## config.mk

```make
export PLATFORM = sky130hd
export DESIGN_NAME = fetch
export DESIGN_NICKNAME = d
export VERILOG_FILES = /design/src/verilog/core_pkg.sv /design/src/verilog/fetch.sv
export SDC_FILE = /design/constraint.sdc
export NUM_CORES = 1
export LEC_CHECK = 0
export ABC_AREA = 1
export BUFFER_PORTS_ARGS = -buffer_cell sky130_fd_sc_hd__buf_2
export CAP_MARGIN = 25
export CORE_MARGIN = 3
export CORE_UTILIZATION = 46
export CTS_CLUSTER_DIAMETER = 60
export DETAILED_ROUTE_END_ITERATION = 6
export PLACE_DENSITY = 0.88
export SKIP_LAST_GASP = 1
export SYNTH_ARGS = -nofsm -noshare
export SYNTH_HDL_FRONTEND = slang
export SYNTH_SLANG_ARGS = --single-unit
```

## constraint.sdc

```tcl
create_clock -name clk -period 1.4 [get_ports clk]
set_input_delay 0.07 -clock clk [delete_from_list [all_inputs] [get_ports clk]]
set_output_delay 0.07 -clock clk [all_outputs]
set_load 0.05 [all_outputs]
```

## src/verilog/core_pkg.sv

```systemverilog
`default_nettype none

package core_pkg;

	typedef logic [63:0] word_t;
	typedef logic [4:0] reg_addr_t;

	// instruction formats, msb first
	typedef struct packed {
		logic [6:0] funct7;
		reg_addr_t rs2;
		reg_addr_t rs1;
		logic [2:0] funct3;
		reg_addr_t rd;
		logic [6:0] opcode;
	} r_fmt_t;

	typedef struct packed {
		logic [11:0] imm;
		reg_addr_t rs1;
		logic [2:0] funct3;
		reg_addr_t rd;
		logic [6:0] opcode;
	} i_fmt_t;

	typedef struct packed {
		logic [6:0] imm_hi;
		reg_addr_t rs2;
		reg_addr_t rs1;
		logic [2:0] funct3;
		logic [4:0] imm_lo;
		logic [6:0] opcode;
	} s_fmt_t;

	// branch offset bits are scattered over the word
	typedef struct packed {
		logic imm12;
		logic [5:0] imm10_5;
		reg_addr_t rs2;
		reg_addr_t rs1;
		logic [2:0] funct3;
		logic [3:0] imm4_1;
		logic imm11;
		logic [6:0] opcode;
	} b_fmt_t;

	typedef union packed {
		r_fmt_t r_fmt;
		i_fmt_t i_fmt;
		s_fmt_t s_fmt;
		b_fmt_t b_fmt;
	} inst_t;

	localparam logic [6:0] OP_REG = 7'b0110011;
	localparam logic [6:0] OP_IMM = 7'b0010011;
	localparam logic [6:0] OP_LOAD = 7'b0000011;
	localparam logic [6:0] OP_STORE = 7'b0100011;
	localparam logic [6:0] OP_BRANCH = 7'b1100011;

	// addi x0,x0,0
	localparam logic [31:0] NOP_INST = 32'h0000_0013;

	typedef enum logic [2:0] {
		ALU_ADD,
		ALU_SUB,
		ALU_AND,
		ALU_OR,
		ALU_XOR,
		ALU_SLT
	} alu_op_t;

	typedef struct packed {
		alu_op_t alu_op;
		logic use_imm;
		logic reg_write;
		logic mem_read;
		logic mem_write;
		logic branch;
		logic branch_ne;
	} ctl_t;

	typedef struct packed {
		logic valid;
		word_t pc;
		ctl_t ctl;
		reg_addr_t rd;
		word_t rs1_val;
		word_t rs2_val;
		word_t imm;
	} dec_data_t;

	typedef struct packed {
		logic valid;
		word_t pc;
		ctl_t ctl;
		reg_addr_t rd;
		word_t alu_out;
		word_t store_data;
	} exe_data_t;

	typedef struct packed {
		logic valid;
		word_t pc;
		logic reg_write;
		reg_addr_t rd;
		word_t wd;
	} mem_data_t;

endpackage

`default_nettype wire

```

## src/verilog/fetch.sv

```systemverilog
`timescale 1ns/10ps
`default_nettype none

module fetch #(
	parameter core_pkg::word_t RESET_PC = '0
) (
	input logic clk,
	input logic rst,
	input logic stall,
	input logic flush,
	input core_pkg::word_t branch_target,
	output core_pkg::word_t imem_addr,
	output core_pkg::word_t pc
);

	// flush wins over stall
	always_ff @(posedge clk) begin
		if (rst) begin
			pc <= RESET_PC;
		end else if (flush) begin
			pc <= branch_target;
		end else if (!stall) begin
			pc <= pc + 64'd4;
		end
	end

	assign imem_addr = pc;

endmodule

`default_nettype wire

```

-- After elaboration in Yosys (flattened, before gate mapping)
Cells that the tools add are included.
- eq/ne operators: 1
- muxes and demuxes: 2
- $add $sub $neg: 1
- operators by type and width (operator ; number):
    $mux W64 ; 2
    $add A64 B3 Y64 const B ; 1
    $ne A2 B1 Y1 const B ; 1
- bits of input ports: 68
- register bits: 64
- output and inout bits: 128
- logic and storage cells: 5

-- Logic depth before layout (Yosys ltp)
- depth in word-level cells: 3
- gate-level depth with buffers: 11
- depth with buffers taken out: 11

-- Worst setup path before layout
Ideal clock, no wire load.
- path kind: register to register
- start point: register pc[2] (netlist: imem_addr[2])
- end point: register pc[58] (netlist: imem_addr[58])
- setup slack: -566 ps
- stages on the path, launching flop included: 11
- arrival: 1833 ps
- path through: dfxtp_1 > ha_1 > nand3_2 > inv_2 > nand2_2 > nor2_4 > nand2_2 > nor2_1 > nand2_1 > nand3_1 > a21oi_1
- word-level cells in the longest chain between the ends: 3
- RTL lines (element ; line ; source):
    from (decl) ; fetch.sv:13 ; output core_pkg::word_t pc
    from (signal assigned) ; fetch.sv:21 ; pc <= branch_target;
    from (signal assigned) ; fetch.sv:23 ; pc <= pc + 64'd4;
    $add A64 B3 Y64 ; fetch.sv:23 ;
    $mux W64 ; fetch.sv:22 ; end else if (!stall) begin
    $mux W64 ; fetch.sv:20 ; end else if (flush) begin
No other way between the ends. The select of a mux whose other input is x is not followed.
A chain may end at the register's enable or synchronous reset.

-- Final worst setup path
- start point: register pc[15] (netlist: imem_addr[15])
- end point: register pc[56] (netlist: imem_addr[56])
The elaborated chain is that of the path after synthesis.

==> results_dict.tcl <==
set metrics [dict create \
    status "finished, violations left" \
    violations "negative hold slack, negative setup slack" \
    syn2layout_area_growth_pct 55.2 \
    wl_met3_um 2110 \
    grt_usage 0.310 \
    antenna_found_initial 0 \
    cp-end-kind "register" \
    irDropWorstVdd_uv 507 \
    syn_inst 892 \
    path_class "register to register" \
    yosys_warnings 0 \
    relSlewSlack 0.726 \
    powerDensity_nw_per_um2 748 \
    yosysUniqueCellTypes 30 \
    wl_um 21400 \
    cap_violations 0 \
    post-route-period-util 1.17 \
    syn_area_per_cell_um2 5.83 \
    postRouteAntennaNets 0 \
    synth-seq-area-share 0.246 \
    synth_area_leader_cell "dfxtp_1" \
    required_ps 1670 \
    path_clk_slew_ps 60 \
    power_leakage_uw 0.00377 \
    synth_seq_cells 64 \
    crit_slowest_cell "dfxtp_4" \
    fmax_ghz 0.611 \
    netlist.area_leader.share 0.246 \
    hold_path.class "primary input to register" \
    synth_area_um2 5200 \
    synth_area_leaders "dfxtp_1, nand2_1, buf_4" \
    ff_latch_area_um2 1470 \
    avgRoutedWirePerCell_um 16.5 \
    initial_core_util 0.476 \
    die_w_um 112 \
    finalCriticalPeriod_ps 1640 \
    drt_iter0_drc 588 \
    cts.sinks 64 \
    finalClockSkew_ps 8.78 \
    fin_nets 1220 \
    worst-path-buf-inv 1 \
    dieHeight_um 112 \
    dieArea_um2 12600 \
    dp_hpwl_um 15100 \
    first_global_vias 6342 \
    largest_reg_flops 64 \
    fin_ws_ps -238 \
    coreArea_um2 10900 \
    multiInputGateArea_um2 3570 \
    drive_above_1_share 0.499 \
    wl_met1_um 8290 \
    first_pass_iters 6 \
    cts_tree "yes" \
    setup_violations 55 \
    port_buffers 195 \
    ys.flop_type "dfxtp_1" \
    cpMostUsedCell "nor2_4" \
    cts_buffers 9 \
    n_antenna_cell 0 \
    grt_start_max_net_pins 43 \
    top_layer_used "met4" \
    dr_total_vias 6886 \
    worstPathArrival_ps 1910 \
    grt_overflow 0 \
    final_core_util 0.738 \
    fin_cells 1296 \
    fill_cells 810 \
    placementRows 38 \
    finalPower_uw 6030 \
    htreeDepth 3 \
    root_buffer "clkbuf_16" \
    maxSlewViolCount 0 \
    cp_slowest_stage_delay_ps 370 \
    grt_pass1_wl_um 31500 \
    hold_viol 3 \
    wl_met2_um 10000 \
    cp_cell_sequence "nand2_1 > nor2_4 > nand2_2 > nor2_4 > buf_4 > nand2_4 > o21ai_2 > nand3_2 > a21oi_1" \
    startpoint_type "register" \
    worst_pin_slew_ps 410 \
    io_pins 196 \
    avgViaCountPerCell 5.31 \
    drc 0 \
    cp_top_family "simple AND/OR/NAND/NOR gates" \
    synth_fp_nets 961 \
    place_congestion 0.990 \
    async_reset_ff_frac 0 \
    synth_edf_count 0 \
    worstSkewPairLatency_ps 340 \
    clk_path_buf_depth 2 \
    rsz0062_at_grt "true" \
    holdWs_ps -6.79 \
    placed_cells 1261 \
    crit_fanout 3 \
]
[Yosys cell counts (14+ instances only)]
cell      number
clkbuf_1      16
dfxtp_1       64
o21ai_0       50
nand3_1       50
o21ai_1       14
a31oi_1       14
xor2_1        17
inv_1        110
nor2_1       117
buf_4         64
a21oi_1       48
nand2_1      265
[layout by cell type, fill, tap and decap left out, drive strengths merged]
| master | instances |
|---|---|
| nand2 | 277 |
| nor3 | 1 |
| dlygate4sd3 | 2 |
| dfxtp | 64 |
| xor2 | 17 |
| o21ai | 64 |
| clkbuf | 12 |
| a31oi | 14 |
| clkinv | 3 |
| nor2 | 132 |
| nand4 | 8 |
| a21oi | 48 |
| o211ai | 1 |
| nand3b | 1 |
| or2 | 1 |
| clkinvlp | 1 |
| xnor2 | 8 |
| nand3 | 52 |
| a22o | 2 |
| ha | 1 |
| inv | 113 |
| buf | 334 |
[layout make-up]
type / instances / area share
multi-input cells: 627 / 0.443
flip-flops and latches: 64 / 0.183
clock inverters: 4 / 0.00264
clock buffers: 12 / 0.0305
well taps: 140 / 0.0217
repair buffers: 336 / 0.267
inverters: 113 / 0.0532
[power by group]
group / switching (µW) / leakage (µW) / internal (µW)
clock: 883 / 0.000130 / 1240
combinational: 1330 / 0.00308 / 535
sequential: 140 / 0.000564 / 1910
total: 2350 / 0.00377 / 3680
[worst paths after layout]
path / depth (start not counted) / start / slack, ps / end
worst min-delay path: 3 / branch_target[12] / -7 / imem_addr[12]$_SDFFE_PP0N_
worst min register to register: 2 / imem_addr[0]$_SDFFE_PP0P_ / 550 / imem_addr[0]$_SDFFE_PP0P_
worst max-delay path: 9 / imem_addr[15]$_SDFFE_PP0N_ / -240 / imem_addr[56]$_SDFFE_PP0N_
worst max register to register: 9 / imem_addr[15]$_SDFFE_PP0N_ / -240 / imem_addr[56]$_SDFFE_PP0N_
[stage by stage]
stage | worst slack, ps | setup TNS [ps] | instance area (µm²)
global placement | -192 | -4370 | 7030
floorplan | -107 | -1920 | 5480
finish | -238 | -7670 | 8070
detailed placement | -214 | -5410 | 7030
CTS | -160 | -4650 | 7670
global route | -318 | -11990 | 8070
[routing by layer]
metal  up-vias  global-route usage
met5         -                   0
met4         0               0.131
li1       3249                   -
met2       413               0.513
met1      3133               0.392
met3        91              0.0636
[tightest hold or removal path, cell delays in order]
cell,delay [ps]
buf_2,90
nand2_1,60
a31oi_1,70
[cell families after synthesis]
family | after synthesis | share of synthesized area
adders and majority gates | 1 | 0.00241
AOI/OAI and AO/OA | 129 | 0.129
buffers and inverters | 201 | 0.194
and+or+nand+nor | 472 | 0.385
DFF | 64 | 0.246
xor gates and xnor gates | 25 | 0.0421
[repair_timing]
| item | 4_1_cts | 5_1_grt |
|---|---|---|
| hold endpoints to repair | 2 | 0 |
| setup endpoints to repair | 51 | 57 |
| pin swaps | 45 | 42 |
| resized for setup | 79 | 101 |
| setup buffers | 10 | 9 |
| hold buffers | 2 | 0 |
(Power assumes the default switching activity.)
