===== src/verilog/core_pkg.sv =====
`default_nettype none

package core_pkg;

	typedef logic [63:0] word_t;
	typedef logic [4:0] reg_addr_t;

	// instruction formats, msb first
	typedef struct packed {
		logic [6:0] funct7;
		reg_addr_t rs2;
		reg_addr_t rs1;
		logic [2:0] funct3;
		reg_addr_t rd;
		logic [6:0] opcode;
	} r_fmt_t;

	typedef struct packed {
		logic [11:0] imm;
		reg_addr_t rs1;
		logic [2:0] funct3;
		reg_addr_t rd;
		logic [6:0] opcode;
	} i_fmt_t;

	typedef struct packed {
		logic [6:0] imm_hi;
		reg_addr_t rs2;
		reg_addr_t rs1;
		logic [2:0] funct3;
		logic [4:0] imm_lo;
		logic [6:0] opcode;
	} s_fmt_t;

	// branch offset bits are scattered over the word
	typedef struct packed {
		logic imm12;
		logic [5:0] imm10_5;
		reg_addr_t rs2;
		reg_addr_t rs1;
		logic [2:0] funct3;
		logic [3:0] imm4_1;
		logic imm11;
		logic [6:0] opcode;
	} b_fmt_t;

	typedef union packed {
		r_fmt_t r_fmt;
		i_fmt_t i_fmt;
		s_fmt_t s_fmt;
		b_fmt_t b_fmt;
	} inst_t;

	localparam logic [6:0] OP_REG = 7'b0110011;
	localparam logic [6:0] OP_IMM = 7'b0010011;
	localparam logic [6:0] OP_LOAD = 7'b0000011;
	localparam logic [6:0] OP_STORE = 7'b0100011;
	localparam logic [6:0] OP_BRANCH = 7'b1100011;

	// addi x0,x0,0
	localparam logic [31:0] NOP_INST = 32'h0000_0013;

	typedef enum logic [2:0] {
		ALU_ADD,
		ALU_SUB,
		ALU_AND,
		ALU_OR,
		ALU_XOR,
		ALU_SLT
	} alu_op_t;

	typedef struct packed {
		alu_op_t alu_op;
		logic use_imm;
		logic reg_write;
		logic mem_read;
		logic mem_write;
		logic branch;
		logic branch_ne;
	} ctl_t;

	typedef struct packed {
		logic valid;
		word_t pc;
		ctl_t ctl;
		reg_addr_t rd;
		word_t rs1_val;
		word_t rs2_val;
		word_t imm;
	} dec_data_t;

	typedef struct packed {
		logic valid;
		word_t pc;
		ctl_t ctl;
		reg_addr_t rd;
		word_t alu_out;
		word_t store_data;
	} exe_data_t;

	typedef struct packed {
		logic valid;
		word_t pc;
		logic reg_write;
		reg_addr_t rd;
		word_t wd;
	} mem_data_t;

endpackage

`default_nettype wire


===== src/verilog/hazard_if.sv =====
`timescale 1ns/10ps
`default_nettype none

interface hazard_if;
	import core_pkg::*;

	// sources seen by the control unit
	reg_addr_t d_rs1;
	reg_addr_t d_rs2;
	logic d_use_rs1;
	logic d_use_rs2;
	reg_addr_t e_rd;
	logic e_wr;
	logic branch_taken;
	reg_addr_t m_rd;
	logic m_wr;

	// controls back to the pipeline
	logic stall;
	logic flush;

	modport src (
		output d_rs1, d_rs2, d_use_rs1, d_use_rs2,
		output e_rd, e_wr, branch_taken
	);

	modport src_m (
		output m_rd, m_wr
	);

	modport ctl (
		input d_rs1, d_rs2, d_use_rs1, d_use_rs2,
		input e_rd, e_wr, branch_taken, m_rd, m_wr,
		output stall, flush
	);

endinterface

`default_nettype wire


===== src/verilog/hazard.sv =====
`timescale 1ns/10ps
`default_nettype none

module hazard (
	hazard_if.ctl h
);

	logic rs1_dep;
	logic rs2_dep;

	// x0 never causes a dependence
	always_comb begin
		rs1_dep = h.d_use_rs1 && (h.d_rs1 != 5'd0) &&
			((h.e_wr && (h.d_rs1 == h.e_rd)) || (h.m_wr && (h.d_rs1 == h.m_rd)));
		rs2_dep = h.d_use_rs2 && (h.d_rs2 != 5'd0) &&
			((h.e_wr && (h.d_rs2 == h.e_rd)) || (h.m_wr && (h.d_rs2 == h.m_rd)));
	end

	// writeback distance is covered by regfile write-through
	assign h.flush = h.branch_taken;

	// a taken branch kills the stalled instruction anyway
	assign h.stall = (rs1_dep || rs2_dep) && !h.branch_taken;

endmodule

`default_nettype wire


===== src/flat_wrapper.sv =====
// flat-port wrapper written by rule: the top's interface ports become plain ports
module hazard_flat 
  (h_d_rs1, h_d_rs2, h_d_use_rs1, h_d_use_rs2, h_e_rd, h_e_wr, h_branch_taken, h_m_rd, h_m_wr, h_stall, h_flush);
  hazard_if h_i ();
  input wire logic [$bits(h_i.d_rs1)-1:0] h_d_rs1;
  input wire logic [$bits(h_i.d_rs2)-1:0] h_d_rs2;
  input wire logic [$bits(h_i.d_use_rs1)-1:0] h_d_use_rs1;
  input wire logic [$bits(h_i.d_use_rs2)-1:0] h_d_use_rs2;
  input wire logic [$bits(h_i.e_rd)-1:0] h_e_rd;
  input wire logic [$bits(h_i.e_wr)-1:0] h_e_wr;
  input wire logic [$bits(h_i.branch_taken)-1:0] h_branch_taken;
  input wire logic [$bits(h_i.m_rd)-1:0] h_m_rd;
  input wire logic [$bits(h_i.m_wr)-1:0] h_m_wr;
  output wire logic [$bits(h_i.stall)-1:0] h_stall;
  output wire logic [$bits(h_i.flush)-1:0] h_flush;
  assign h_i.d_rs1 = h_d_rs1;
  assign h_i.d_rs2 = h_d_rs2;
  assign h_i.d_use_rs1 = h_d_use_rs1;
  assign h_i.d_use_rs2 = h_d_use_rs2;
  assign h_i.e_rd = h_e_rd;
  assign h_i.e_wr = h_e_wr;
  assign h_i.branch_taken = h_branch_taken;
  assign h_i.m_rd = h_m_rd;
  assign h_i.m_wr = h_m_wr;
  assign h_stall = h_i.stall;
  assign h_flush = h_i.flush;
  hazard u_core (.h(h_i));
endmodule

===== config.mk =====
export PLATFORM = sky130hd
export DESIGN_NAME = hazard_flat
export DESIGN_NICKNAME = d
export VERILOG_FILES = /design/src/verilog/core_pkg.sv /design/src/verilog/hazard_if.sv /design/src/verilog/hazard.sv /design/src/flat_wrapper.sv
export SDC_FILE = /design/constraint.sdc
export NUM_CORES = 1
export LEC_CHECK = 0
export BUFFER_PORTS_ARGS = -buffer_cell sky130_fd_sc_hd__clkbuf_2
export CORE_AREA = 3 3 40 42
export DETAILED_ROUTE_END_ITERATION = 12
export DIE_AREA = 0 0 43 45
export SLEW_MARGIN = 20
export SYNTH_ARGS = -nofsm -noshare
export SYNTH_HDL_FRONTEND = slang
export SYNTH_SLANG_ARGS = --single-unit

===== constraint.sdc =====
create_clock -name vclk -period 2.5
set_input_delay 0.625 -clock vclk [all_inputs]
set_output_delay 0.625 -clock vclk [all_outputs]
set_load 0.05 [all_outputs]

# Word-level counts from Yosys, hierarchy flattened
# Cells that the tools add are included.
[classes]
reduce_logical = 15
n_eq_ne = 4
[op_table]
columns = ["cell", "count"]
rows = [
  ["$eq A5 B5 Y1", 4],
  ["$reduce_bool A5 Y1", 2],
  ["$logic_and A1 B1 Y1", 9],
  ["$logic_or A1 B1 Y1", 3],
  ["$logic_not A1 Y1", 1],
]
[totals]
in_bits = 25
wordCells = 19
reg_bits = 0

# Longest topological paths before layout
[logic_depth]
depth_word = 6
ltp_mapped = 4
mapped_depth_nobuf = 4

# Worst setup path after synthesis
# OpenSTA, ideal clock, no wires.
[synth_path]
path_kind = "input-to-output"
start = "in h_d_rs2[0]"
end = "out h_stall"
required_ns = 1.875
path_slack_ns = 0.210
path_stages = 4
t_arrival_ns = 1.665
n_path_buf = 0
cell_sequence = "or4_1 -> nor2_1 -> nor3b_1 -> a22o_1"
[synth_between]
elab_chain_len = 6
[synth_lines]
columns = ["item", "line_no", "rtl"]
rows = [
  ["start: declaration", "flat_wrapper.sv:6", "input wire logic [$bits(h_i.d_rs2)-1:0] h_d_rs2;"],
  ["$eq A5 B5 Y1", "hazard.sv:16", "((h.e_wr && (h.d_rs2 == h.e_rd)) || (h.m_wr && (h.d_rs2 == h.m_rd)));"],
  ["$logic_and A1 B1 Y1", "hazard.sv:16", ""],
  ["$logic_or A1 B1 Y1", "hazard.sv:16", ""],
  ["$logic_and A1 B1 Y1 (*)", "hazard.sv:15", "rs2_dep = h.d_use_rs2 && (h.d_rs2 != 5'd0) &&"],
  ["$logic_or A1 B1 Y1 (*)", "hazard.sv:23", "assign h.stall = (rs1_dep || rs2_dep) && !h.branch_taken;"],
  ["$logic_and A1 B1 Y1 (*)", "hazard.sv:23", ""],
  ["end: declaration", "flat_wrapper.sv:14", "output wire logic [$bits(h_i.stall)-1:0] h_stall;"],
]
# Mark *: on every way between the ends. The rest lies on a longest branch, timed or not.

# Worst setup path after layout
# Ends and elaborated chain as after synthesis.

==> results by group <==
Status
  • Outcome: complete, no violations

Drt
  • Post-DR wirelength/cell: 10.14 µm
  • DRT Pass-1 Iters: 2
  • Total length of routed wires: 862 µm
  • Initial DRC Count: 5
  • Vias per std cell: 4.365
  • Total via count after detailed routing: 371
  • ANT nets after route: 0
  • DRC viols: 0

Worst setup path
  • Endpoint class of the critical path: output pin
  • Worst Path Max Fanout: 2
  • Startpoint of the worst setup timing path: h_d_rs2[0]
  • Launching element type of the critical path: primary input
  • Required time at the worst-slack endpoint: 1880 ps
  • Worst path arrival time: 1810 ps
  • Critical setup path kind: primary input to output pin

GRT
  • First-pass GRT wire length: 1393 µm
  • GRT Residual Overflow: 0
  • All-layer global routing usage: a little under 9%
  • Vias in the first global route: 361
  • Number of antenna violations at the first check in global routing: 0
  • Largest net degree at the start of global routing: 4

Timing
  • Setup violators final: 0
  • Setup TNS: 0 ps
  • Hold WS: 1578 ps
  • Final hold viol count: 0
  • Final min period: 2440 ps
  • Upper clock frequency limit: 0.4099 GHz
  • Share of the cycle needed by the critical path after routing: 97.59%
  • Normalized max-slew margin: 81.76%
  • RSZ-0062 raised after global routing: false
  • Worst Tran Pin Value: 274.8 ps
  • Number of max-slew violations in the final report: 0

Finish
  • Area added between synthesis and finish: 68.00%
  • Seq. cell area: 0 µm²
  • Clock buffer instance count of the final layout: 0
  • Total area of multi-input combinational cells: 274.0 µm²
  • Fillers: 135
  • Share of final-layout standard cells stronger than drive strength 1: 47.14%
  • Final layout net count: 97
  • Count of antenna diodes in the layout: 0
  • Number of flip-flops and latches: 0

Power
  • Maximum VDD drop: 0.00005793 V
  • Static leakage: roughly 0.21 nW
  • Areal power density over the cells: 174.3 mW/mm²

Logic synthesis
  • List of most frequent post-synthesis cells: xnor2_1, nand2_1, nand4_1
  • Cell type contributing the most total cell area after synthesis: xnor2_1
  • Most frequently used cell type in the post-synthesis netlist: xnor2_1
  • Summed instance area of the synthesized netlist: 281.5 µm²
  • Number of library cell types mapped by synthesis: 9
  • Synth top area share: 62.22%
  • Synthesized instance count: 38
  • Proportion of synthesized chip area in sequential cells: 0%
  • Synthesized area per cell: around 7.4 µm²
  • Top cells by area in the synthesized netlist: xnor2_1, nand4_1, nand2_1, nor3b_1, or4_1
  • Synth Warn #: 0
  • Net count after synthesis: 63

Floorplan
  • Initial Utilization: 21.91%
  • Std cell rows: 13
  • Total core area: 0.001285 mm²
  • Die Y-Extent: ~45 µm
  • Top-level port count: 27
  • Die extent in x: 43 µm
  • Floorplan die area: 0.001935 mm²

Placed design
  • Final weighted congestion in routability-driven placement: 0.7266
  • Detailed placer's ending HPWL: roughly 840 µm
  • PortBufs: 27

Clock tree
  • Post CTS Setup Buffer Count: 0
  • Number of buffers inserted by hold repair at cts: 0

Hold path
  • Number of instances on the worst hold path: 2
  • Class of the worst hold path: primary input to output pin
  • Startpoint of the lowest-slack hold path: h_branch_taken

Flow run
  • MaxCap Viol Count: 0
power by group:
group / switching [mW] / total [mW] / leakage [nW] / internal [mW]
combinational: 0.0363 / 0.0824 / 0.209 / 0.0461
clock: 0 / 0 / 0 / 0
sequential: 0 / 0 / 0 / 0
total: 0.0363 / 0.0824 / 0.209 / 0.0461
kinds of logic after synthesis:
family | share of synthesized area (%)
AOI/OAI and AO/OA | 7.555
xor gates and xnor gates | 62.22
and+or+nand+nor | 27.55
buffers and inverters | 2.668
layout by cell type, fill, tap and decap left out:
cell type	Yosys	routed
a22o_1	1	1
buf_2	0	1
buf_4	1	6
clkbuf_2	0	26
nand2_1	4	4
nand4_1	4	4
nor2_1	2	2
nor3b_1	2	2
o22ai_1	2	2
or4_1	2	2
xnor2_1	20	20
critical path, stage by stage:
cell	delay [ps]
clkbuf_2	90
or4_1	520
nor2_1	110
nor3b_1	60
a22o_1	210
buf_2	200
final timing paths:
kind | to | slack [ps]
max | h_stall | 60
min | h_flush | 1580
cell type report:
| type | instances | area share (%) |
|---|---|---|
| multi-input combinational | 37 | 57.94 |
| tap | 15 | 3.968 |
| timing repair buffer | 33 | 38.10 |
routing by layer:
metal  wire length (µm)  GRT usage, %
met1                404         13.10
met2                365         14.67
met3                 92         1.195
met4                  0             0
met5                  0             0
metrics by stage:
step | setup WS (ps) | power [mW] | std cells | util, % | instance area (µm²)
after floorplan | 209.6 | 0.04113 | 38 | - | 281.5
after CTS | 20.26 | 0.08346 | 85 | 36.81 | 473.0
after detailed placement | 20.26 | 0.08295 | 85 | 36.81 | 473.0
after global placement | 18.77 | 0.08258 | 85 | 36.81 | 473.0
after global routing | 1.245 | 0.08969 | 85 | 36.81 | 473.0
final | 60.28 | 0.08244 | 85 | 36.81 | 473.0
repair_timing:
action,CTS,global route
gates resized for setup,0,1
hold endpoints to repair,0,0
endpoints found under the setup margin,0,1
Note: power is estimated with default switching activity, not from simulation.
