File: src/verilog/core_pkg.sv
`default_nettype none

package core_pkg;

	typedef logic [63:0] word_t;
	typedef logic [4:0] reg_addr_t;

	// instruction formats, msb first
	typedef struct packed {
		logic [6:0] funct7;
		reg_addr_t rs2;
		reg_addr_t rs1;
		logic [2:0] funct3;
		reg_addr_t rd;
		logic [6:0] opcode;
	} r_fmt_t;

	typedef struct packed {
		logic [11:0] imm;
		reg_addr_t rs1;
		logic [2:0] funct3;
		reg_addr_t rd;
		logic [6:0] opcode;
	} i_fmt_t;

	typedef struct packed {
		logic [6:0] imm_hi;
		reg_addr_t rs2;
		reg_addr_t rs1;
		logic [2:0] funct3;
		logic [4:0] imm_lo;
		logic [6:0] opcode;
	} s_fmt_t;

	// branch offset bits are scattered over the word
	typedef struct packed {
		logic imm12;
		logic [5:0] imm10_5;
		reg_addr_t rs2;
		reg_addr_t rs1;
		logic [2:0] funct3;
		logic [3:0] imm4_1;
		logic imm11;
		logic [6:0] opcode;
	} b_fmt_t;

	typedef union packed {
		r_fmt_t r_fmt;
		i_fmt_t i_fmt;
		s_fmt_t s_fmt;
		b_fmt_t b_fmt;
	} inst_t;

	localparam logic [6:0] OP_REG = 7'b0110011;
	localparam logic [6:0] OP_IMM = 7'b0010011;
	localparam logic [6:0] OP_LOAD = 7'b0000011;
	localparam logic [6:0] OP_STORE = 7'b0100011;
	localparam logic [6:0] OP_BRANCH = 7'b1100011;

	// addi x0,x0,0
	localparam logic [31:0] NOP_INST = 32'h0000_0013;

	typedef enum logic [2:0] {
		ALU_ADD,
		ALU_SUB,
		ALU_AND,
		ALU_OR,
		ALU_XOR,
		ALU_SLT
	} alu_op_t;

	typedef struct packed {
		alu_op_t alu_op;
		logic use_imm;
		logic reg_write;
		logic mem_read;
		logic mem_write;
		logic branch;
		logic branch_ne;
	} ctl_t;

	typedef struct packed {
		logic valid;
		word_t pc;
		ctl_t ctl;
		reg_addr_t rd;
		word_t rs1_val;
		word_t rs2_val;
		word_t imm;
	} dec_data_t;

	typedef struct packed {
		logic valid;
		word_t pc;
		ctl_t ctl;
		reg_addr_t rd;
		word_t alu_out;
		word_t store_data;
	} exe_data_t;

	typedef struct packed {
		logic valid;
		word_t pc;
		logic reg_write;
		reg_addr_t rd;
		word_t wd;
	} mem_data_t;

endpackage

`default_nettype wire

File: src/verilog/hazard_if.sv
`timescale 1ns/10ps
`default_nettype none

interface hazard_if;
	import core_pkg::*;

	// sources seen by the control unit
	reg_addr_t d_rs1;
	reg_addr_t d_rs2;
	logic d_use_rs1;
	logic d_use_rs2;
	reg_addr_t e_rd;
	logic e_wr;
	logic branch_taken;
	reg_addr_t m_rd;
	logic m_wr;

	// controls back to the pipeline
	logic stall;
	logic flush;

	modport src (
		output d_rs1, d_rs2, d_use_rs1, d_use_rs2,
		output e_rd, e_wr, branch_taken
	);

	modport src_m (
		output m_rd, m_wr
	);

	modport ctl (
		input d_rs1, d_rs2, d_use_rs1, d_use_rs2,
		input e_rd, e_wr, branch_taken, m_rd, m_wr,
		output stall, flush
	);

endinterface

`default_nettype wire

File: src/verilog/memory.sv
`timescale 1ns/10ps
`default_nettype none

module memory (
	input logic clk,
	input logic rst,
	input core_pkg::exe_data_t exe,
	hazard_if.src_m h,
	output core_pkg::word_t dmem_addr,
	output core_pkg::word_t dmem_wdata,
	output logic dmem_we,
	input core_pkg::word_t dmem_rdata,
	output core_pkg::mem_data_t wb
);
	import core_pkg::*;

	exe_data_t mq;

	// execute/memory register
	always_ff @(posedge clk) begin
		if (rst) begin
			mq <= '0;
		end else begin
			mq <= exe;
		end
	end

	assign dmem_addr = mq.alu_out;
	assign dmem_wdata = mq.store_data;
	assign dmem_we = mq.valid && mq.ctl.mem_write;

	assign h.m_rd = mq.rd;
	assign h.m_wr = mq.valid && mq.ctl.reg_write;

	// memory/writeback register
	always_ff @(posedge clk) begin
		if (rst) begin
			wb.valid <= 1'b0;
			wb.reg_write <= 1'b0;
		end else begin
			wb.valid <= mq.valid;
			wb.reg_write <= mq.valid && mq.ctl.reg_write;
		end
		wb.pc <= mq.pc;
		wb.rd <= mq.rd;
		wb.wd <= mq.ctl.mem_read ? dmem_rdata : mq.alu_out;
	end

endmodule

`default_nettype wire

File: src/flat_wrapper.sv
// flat-port wrapper written by rule: the top's interface ports become plain ports
module memory_flat import core_pkg::*;
  (clk, rst, exe, dmem_addr, dmem_wdata, dmem_we, dmem_rdata, wb, h_m_rd, h_m_wr);
  hazard_if h_i ();
  input logic clk;
  input logic rst;
  input core_pkg::exe_data_t exe;
  output core_pkg::word_t dmem_addr;
  output core_pkg::word_t dmem_wdata;
  output logic dmem_we;
  input core_pkg::word_t dmem_rdata;
  output core_pkg::mem_data_t wb;
  output wire logic [$bits(h_i.m_rd)-1:0] h_m_rd;
  output wire logic [$bits(h_i.m_wr)-1:0] h_m_wr;
  assign h_m_rd = h_i.m_rd;
  assign h_m_wr = h_i.m_wr;
  memory u_core (.clk(clk), .rst(rst), .exe(exe), .h(h_i), .dmem_addr(dmem_addr), .dmem_wdata(dmem_wdata), .dmem_we(dmem_we), .dmem_rdata(dmem_rdata), .wb(wb));
endmodule
File: config.mk
export PLATFORM = sky130hd
export DESIGN_NAME = memory_flat
export DESIGN_NICKNAME = d
export VERILOG_FILES = /design/src/verilog/core_pkg.sv /design/src/verilog/hazard_if.sv /design/src/verilog/memory.sv /design/src/flat_wrapper.sv
export SDC_FILE = /design/constraint.sdc
export NUM_CORES = 1
export LEC_CHECK = 0
export BUFFER_PORTS_ARGS = -buffer_cell sky130_fd_sc_hd__buf_2
export CORE_AREA = 2 2 214 216
export DETAILED_ROUTE_END_ITERATION = 12
export DIE_AREA = 0 0 216 218
export GPL_TIMING_DRIVEN = 0
export PLACE_DENSITY = 0.52
export SLEW_MARGIN = 10
export SYNTH_ARGS = -nofsm -noshare
export SYNTH_HDL_FRONTEND = slang
export SYNTH_SLANG_ARGS = --single-unit
File: constraint.sdc
create_clock -name clk -period 1.4 [get_ports clk]
set_clock_uncertainty 0.15 [all_clocks]
set_input_delay 0.07 -clock clk [delete_from_list [all_inputs] [get_ports clk]]
set_output_delay 0.07 -clock clk [all_outputs]
set_load 0.005 [all_outputs]
# Yosys cells after proc, flatten, opt, wreduce, memory -nomap -nowiden
# Cells that the tools add are included.
# op_classes
muxes,1
n_reduce_logical,2
# ops
operator,n
$mux 64,1
$logic_and 1x1->1,2
# totals
out_inout_bits,270
inputBits,273
regBits,336

# Logic depth before layout (Yosys ltp)
# logic_depth
word_depth,1
mapped_depth,3

# Worst setup path after synthesis
# No wires, ideal clock.
# synth_path
path_type,register to register
start,register u_core.mq[136] (netlist name)
end,register u_core.wb[0] (netlist name)
setup_ps,121
arrival_time_ps,924
setup_slack_ps,205
path_stages_with_launch,4
t_required_ps,1129
path_cell_list,dfxtp_1 -> buf_6 -> buf_12 -> mux2_4
# synth_between
elab_chain_len,1
# synth_lines
item,line_no,text
from (decl),memory.sv:17,exe_data_t mq;
from (signal assigned),memory.sv:22,mq <= '0;
from (signal assigned),memory.sv:24,mq <= exe;
$mux 64,memory.sv:46,wb.wd <= mq.ctl.mem_read ? dmem_rdata : mq.alu_out;
# No other way between the ends.
# A chain may end at the register's enable or synchronous reset.

# Worst setup path in the final report
# layout_path
start,register u_core.mq[206] (netlist name)
end,output dmem_we
# layout_between
elab_chain_len,1
# layout_lines
item,line_no,text
$logic_and 1x1->1,memory.sv:30,assign dmem_we = mq.valid && mq.ctl.mem_write;
to (decl),flat_wrapper.sv:10,output logic dmem_we;
# No other way between the ends.

==> impl_metrics.json <==
{
  "outcome": "completed",
  "nets": 1971,
  "endpoint_kind": "output pin",
  "first_iter_violations": 162,
  "totalWireLength_um": 33100,
  "crit_fanout": 4,
  "rsz0062_at_grt": "true",
  "slew_violations": 0,
  "viasPerCell": 3.65,
  "synth_fp_nets": 1040,
  "cts_buffers": 37,
  "setup_viol": 0,
  "clk_pin_slew_ns": 0.06,
  "fillers": 4181,
  "ys_warn_count": 0,
  "ys_types": 11,
  "path_class": "reg -> out",
  "place_congestion": 0.800,
  "period_share_pct": 97.2,
  "grt_pass1_wl_um": 49700,
  "grt_pass1_vias": 9178,
  "combPwrFrac_pct": 11.9,
  "wl_per_cell_um": 14.2,
  "cts_buffer_depth": 3,
  "cts_tree": "yes",
  "slew_headroom_pct": 60.9,
  "sw_frac_of_total_pct": 21.6,
  "hp-class": "in -> reg",
  "finalPower_mw": 23.0,
  "cp.arrival_ns": 1.14,
  "clock_latency_ns": 0.53,
  "drt_pre_antenna_iters": 4,
  "die_area_mm2": 0.0471,
  "ys_ff_latch": 336,
  "rows": 78,
  "power.density_mw_per_mm2": 1240,
  "vias": 8497,
  "instances_no_fill": 2326,
  "hold_depth": 3,
  "final_hold_viol_count": 0,
  "avgSynthCellArea_um2": 13.3,
  "final_util_pct": 41.2,
  "fin_ws_ns": 0.0391,
  "p_int_mw": 18.0,
  "hpwl_um": 22100,
  "crit_required_ns": 1.18,
  "seqPwrFrac_pct": 44.8,
  "power_frac_clock_pct": 43.3,
  "syn_inst": 767,
  "ff_latch_area_mm2": 0.00673,
  "antenna_found_initial": 0,
  "n_antenna_cell": 0,
  "vdd_ir_drop_max_uv": 869,
  "areaGrowthSynthToFinish_pct": 81.4,
  "start_util_pct": 22.7,
  "clockRootBuffer": "clkbuf_16",
  "pre_cts_ws_ns": -0.00682,
  "worst_pin_slew_ns": 0.586,
  "rr_worst_depth": 3,
  "leakage_nw": 9.10,
  "die_x_um": 216,
  "synth-seq-area-share_pct": 66.0,
  "syn_area_mm2": 0.0102,
  "min_period_ns": 1.36,
  "multi_input_area_mm2": 0.00224,
  "h-tree-depth": 2,
  "io_pins": 543,
  "grt_max_degree": 14,
  "remaining_drc_errors": 0,
  "switchingPower_mw": 4.96,
  "overflow": 0,
  "grt_usage_pct": 13.6,
  "die_h_um": 218,
  "numPortBuffers": 535,
  "drive_above_1_share_pct": 47.9,
  "setup_tns_ns": 0,
  "clkSinkCount": 336,
  "cap_violations": 0,
  "drtAntennaViolNets": 0,
  "max_freq_ghz": 0.735,
  "core_area_mm2": 0.0449,
  "worstSetupStartpointType": "flop",
  "dp_cells": 1902
}
## layout by cell type (no fill, tap or decap), drive strengths merged
| cell | count |
|---|---|
| buf | 695 |
| dlygate4sd3 | 356 |
| dfxtp | 336 |
| nor2b | 202 |
| mux2 | 64 |
| clkbuf | 56 |
| clkinv | 7 |
| bufinv | 3 |
| and2 | 2 |
| inv | 2 |
| clkinvlp | 2 |
| and3b | 1 |
## worst max-delay path, stage by stage (launching register included)
cell and delay, ns:
dfxtp_4 0.36, and2_4 0.14, buf_6 0.11
## stage by stage
stage | area (um2) | hold slack, ns
3_3_place_gp | 13600 | 0.127
6_report | 18500 | 0.0384
3_5_place_dp | 13600 | 0.132
5_1_grt | 18500 | 0.0496
2_1_floorplan | 10200 | 0.0482
4_1_cts | 18500 | 0.0206
## path summary, 6_finish.rpt
path / startpoint / endpoint / slack (ns)
max: u_core.mq[206]$_SDFF_PP0_ / dmem_we / 0.04
min: rst / u_core.mq[187]$_SDFF_PP0_ / 0.04
max reg2reg: u_core.mq[136]$_SDFF_PP0_ / u_core.wb[57]$_DFF_P_ / 0.06
min reg2reg: u_core.mq[193]$_SDFF_PP0_ / u_core.wb[121]$_DFF_P_ / 0.17
## state kept, by name, indices dropped and copies added, names as in the netlist
signal             flops
u_core.dmem_wdata     64
u_core.h.m_rd          5
u_core.wb            135
u_core.mq             68
u_core.dmem_addr      64
## layer usage
layer / vias to the layer above / share of wire, % / track usage, %
met1: 3965 / 38 / 14.0
li1: 4116 / - / -
met3: 71 / 7.2 / 4.42
met5: - / 0 / 0
met2: 345 / 52 / 25.4
met4: 0 / 3.3 / 5.30
## power groups by stage
stage | combinational [mW] | sequential [mW] | clock [mW]
6_report | 2.73 | 10.3 | 9.97
3_3_place_gp | 1.90 | 10.5 | 0
4_1_cts | 2.71 | 10.3 | 10.3
2_1_floorplan | 0.883 | 10.5 | 0
3_5_place_dp | 1.92 | 10.5 | 0
5_1_grt | 2.94 | 10.4 | 10.7
## cells in the mapped netlist
cell | instances | share of area (%)
and3b_1 | 1 | 0.086
mux2_2 | 4 | 0.44
and2_1 | 2 | 0.12
nor2b_1 | 202 | 12
dfxtp_1 | 336 | 66
buf_6 | 1 | 0.11
buf_4 | 133 | 9.8
buf_12 | 6 | 1.2
clkbuf_1 | 3 | 0.11
mux2_4 | 60 | 8.8
buf_2 | 19 | 0.93
## repair_timing
item / 4_1_cts / 5_1_grt
gates resized for setup: 8 / 3
hold buffers: 356 / 0
hold endpoints to repair: 267 / 0
setup endpoints to repair: 5 / 4
pin swaps: 1 / 0
setup buffers: 0 / 1
## cell type report
type / count / area share [%]
flip-flops and latches: 336 / 36.4
repair buffers: 892 / 33.9
multi-input cells: 269 / 12.1
plain buffers: 162 / 6.73
clock buffers: 53 / 5.99
well taps: 600 / 4.06
clock inverters: 14 / 0.853
## cells by family (layout without fill, tap and decap cells)
family	Yosys count	count (layout)	synth area share, %
and+or+nand+nor	205	205	12.6
muxes	64	64	9.28
DFF	336	336	66.0
buffers and inverters	162	1121	12.1
(Power assumes the default switching activity.)
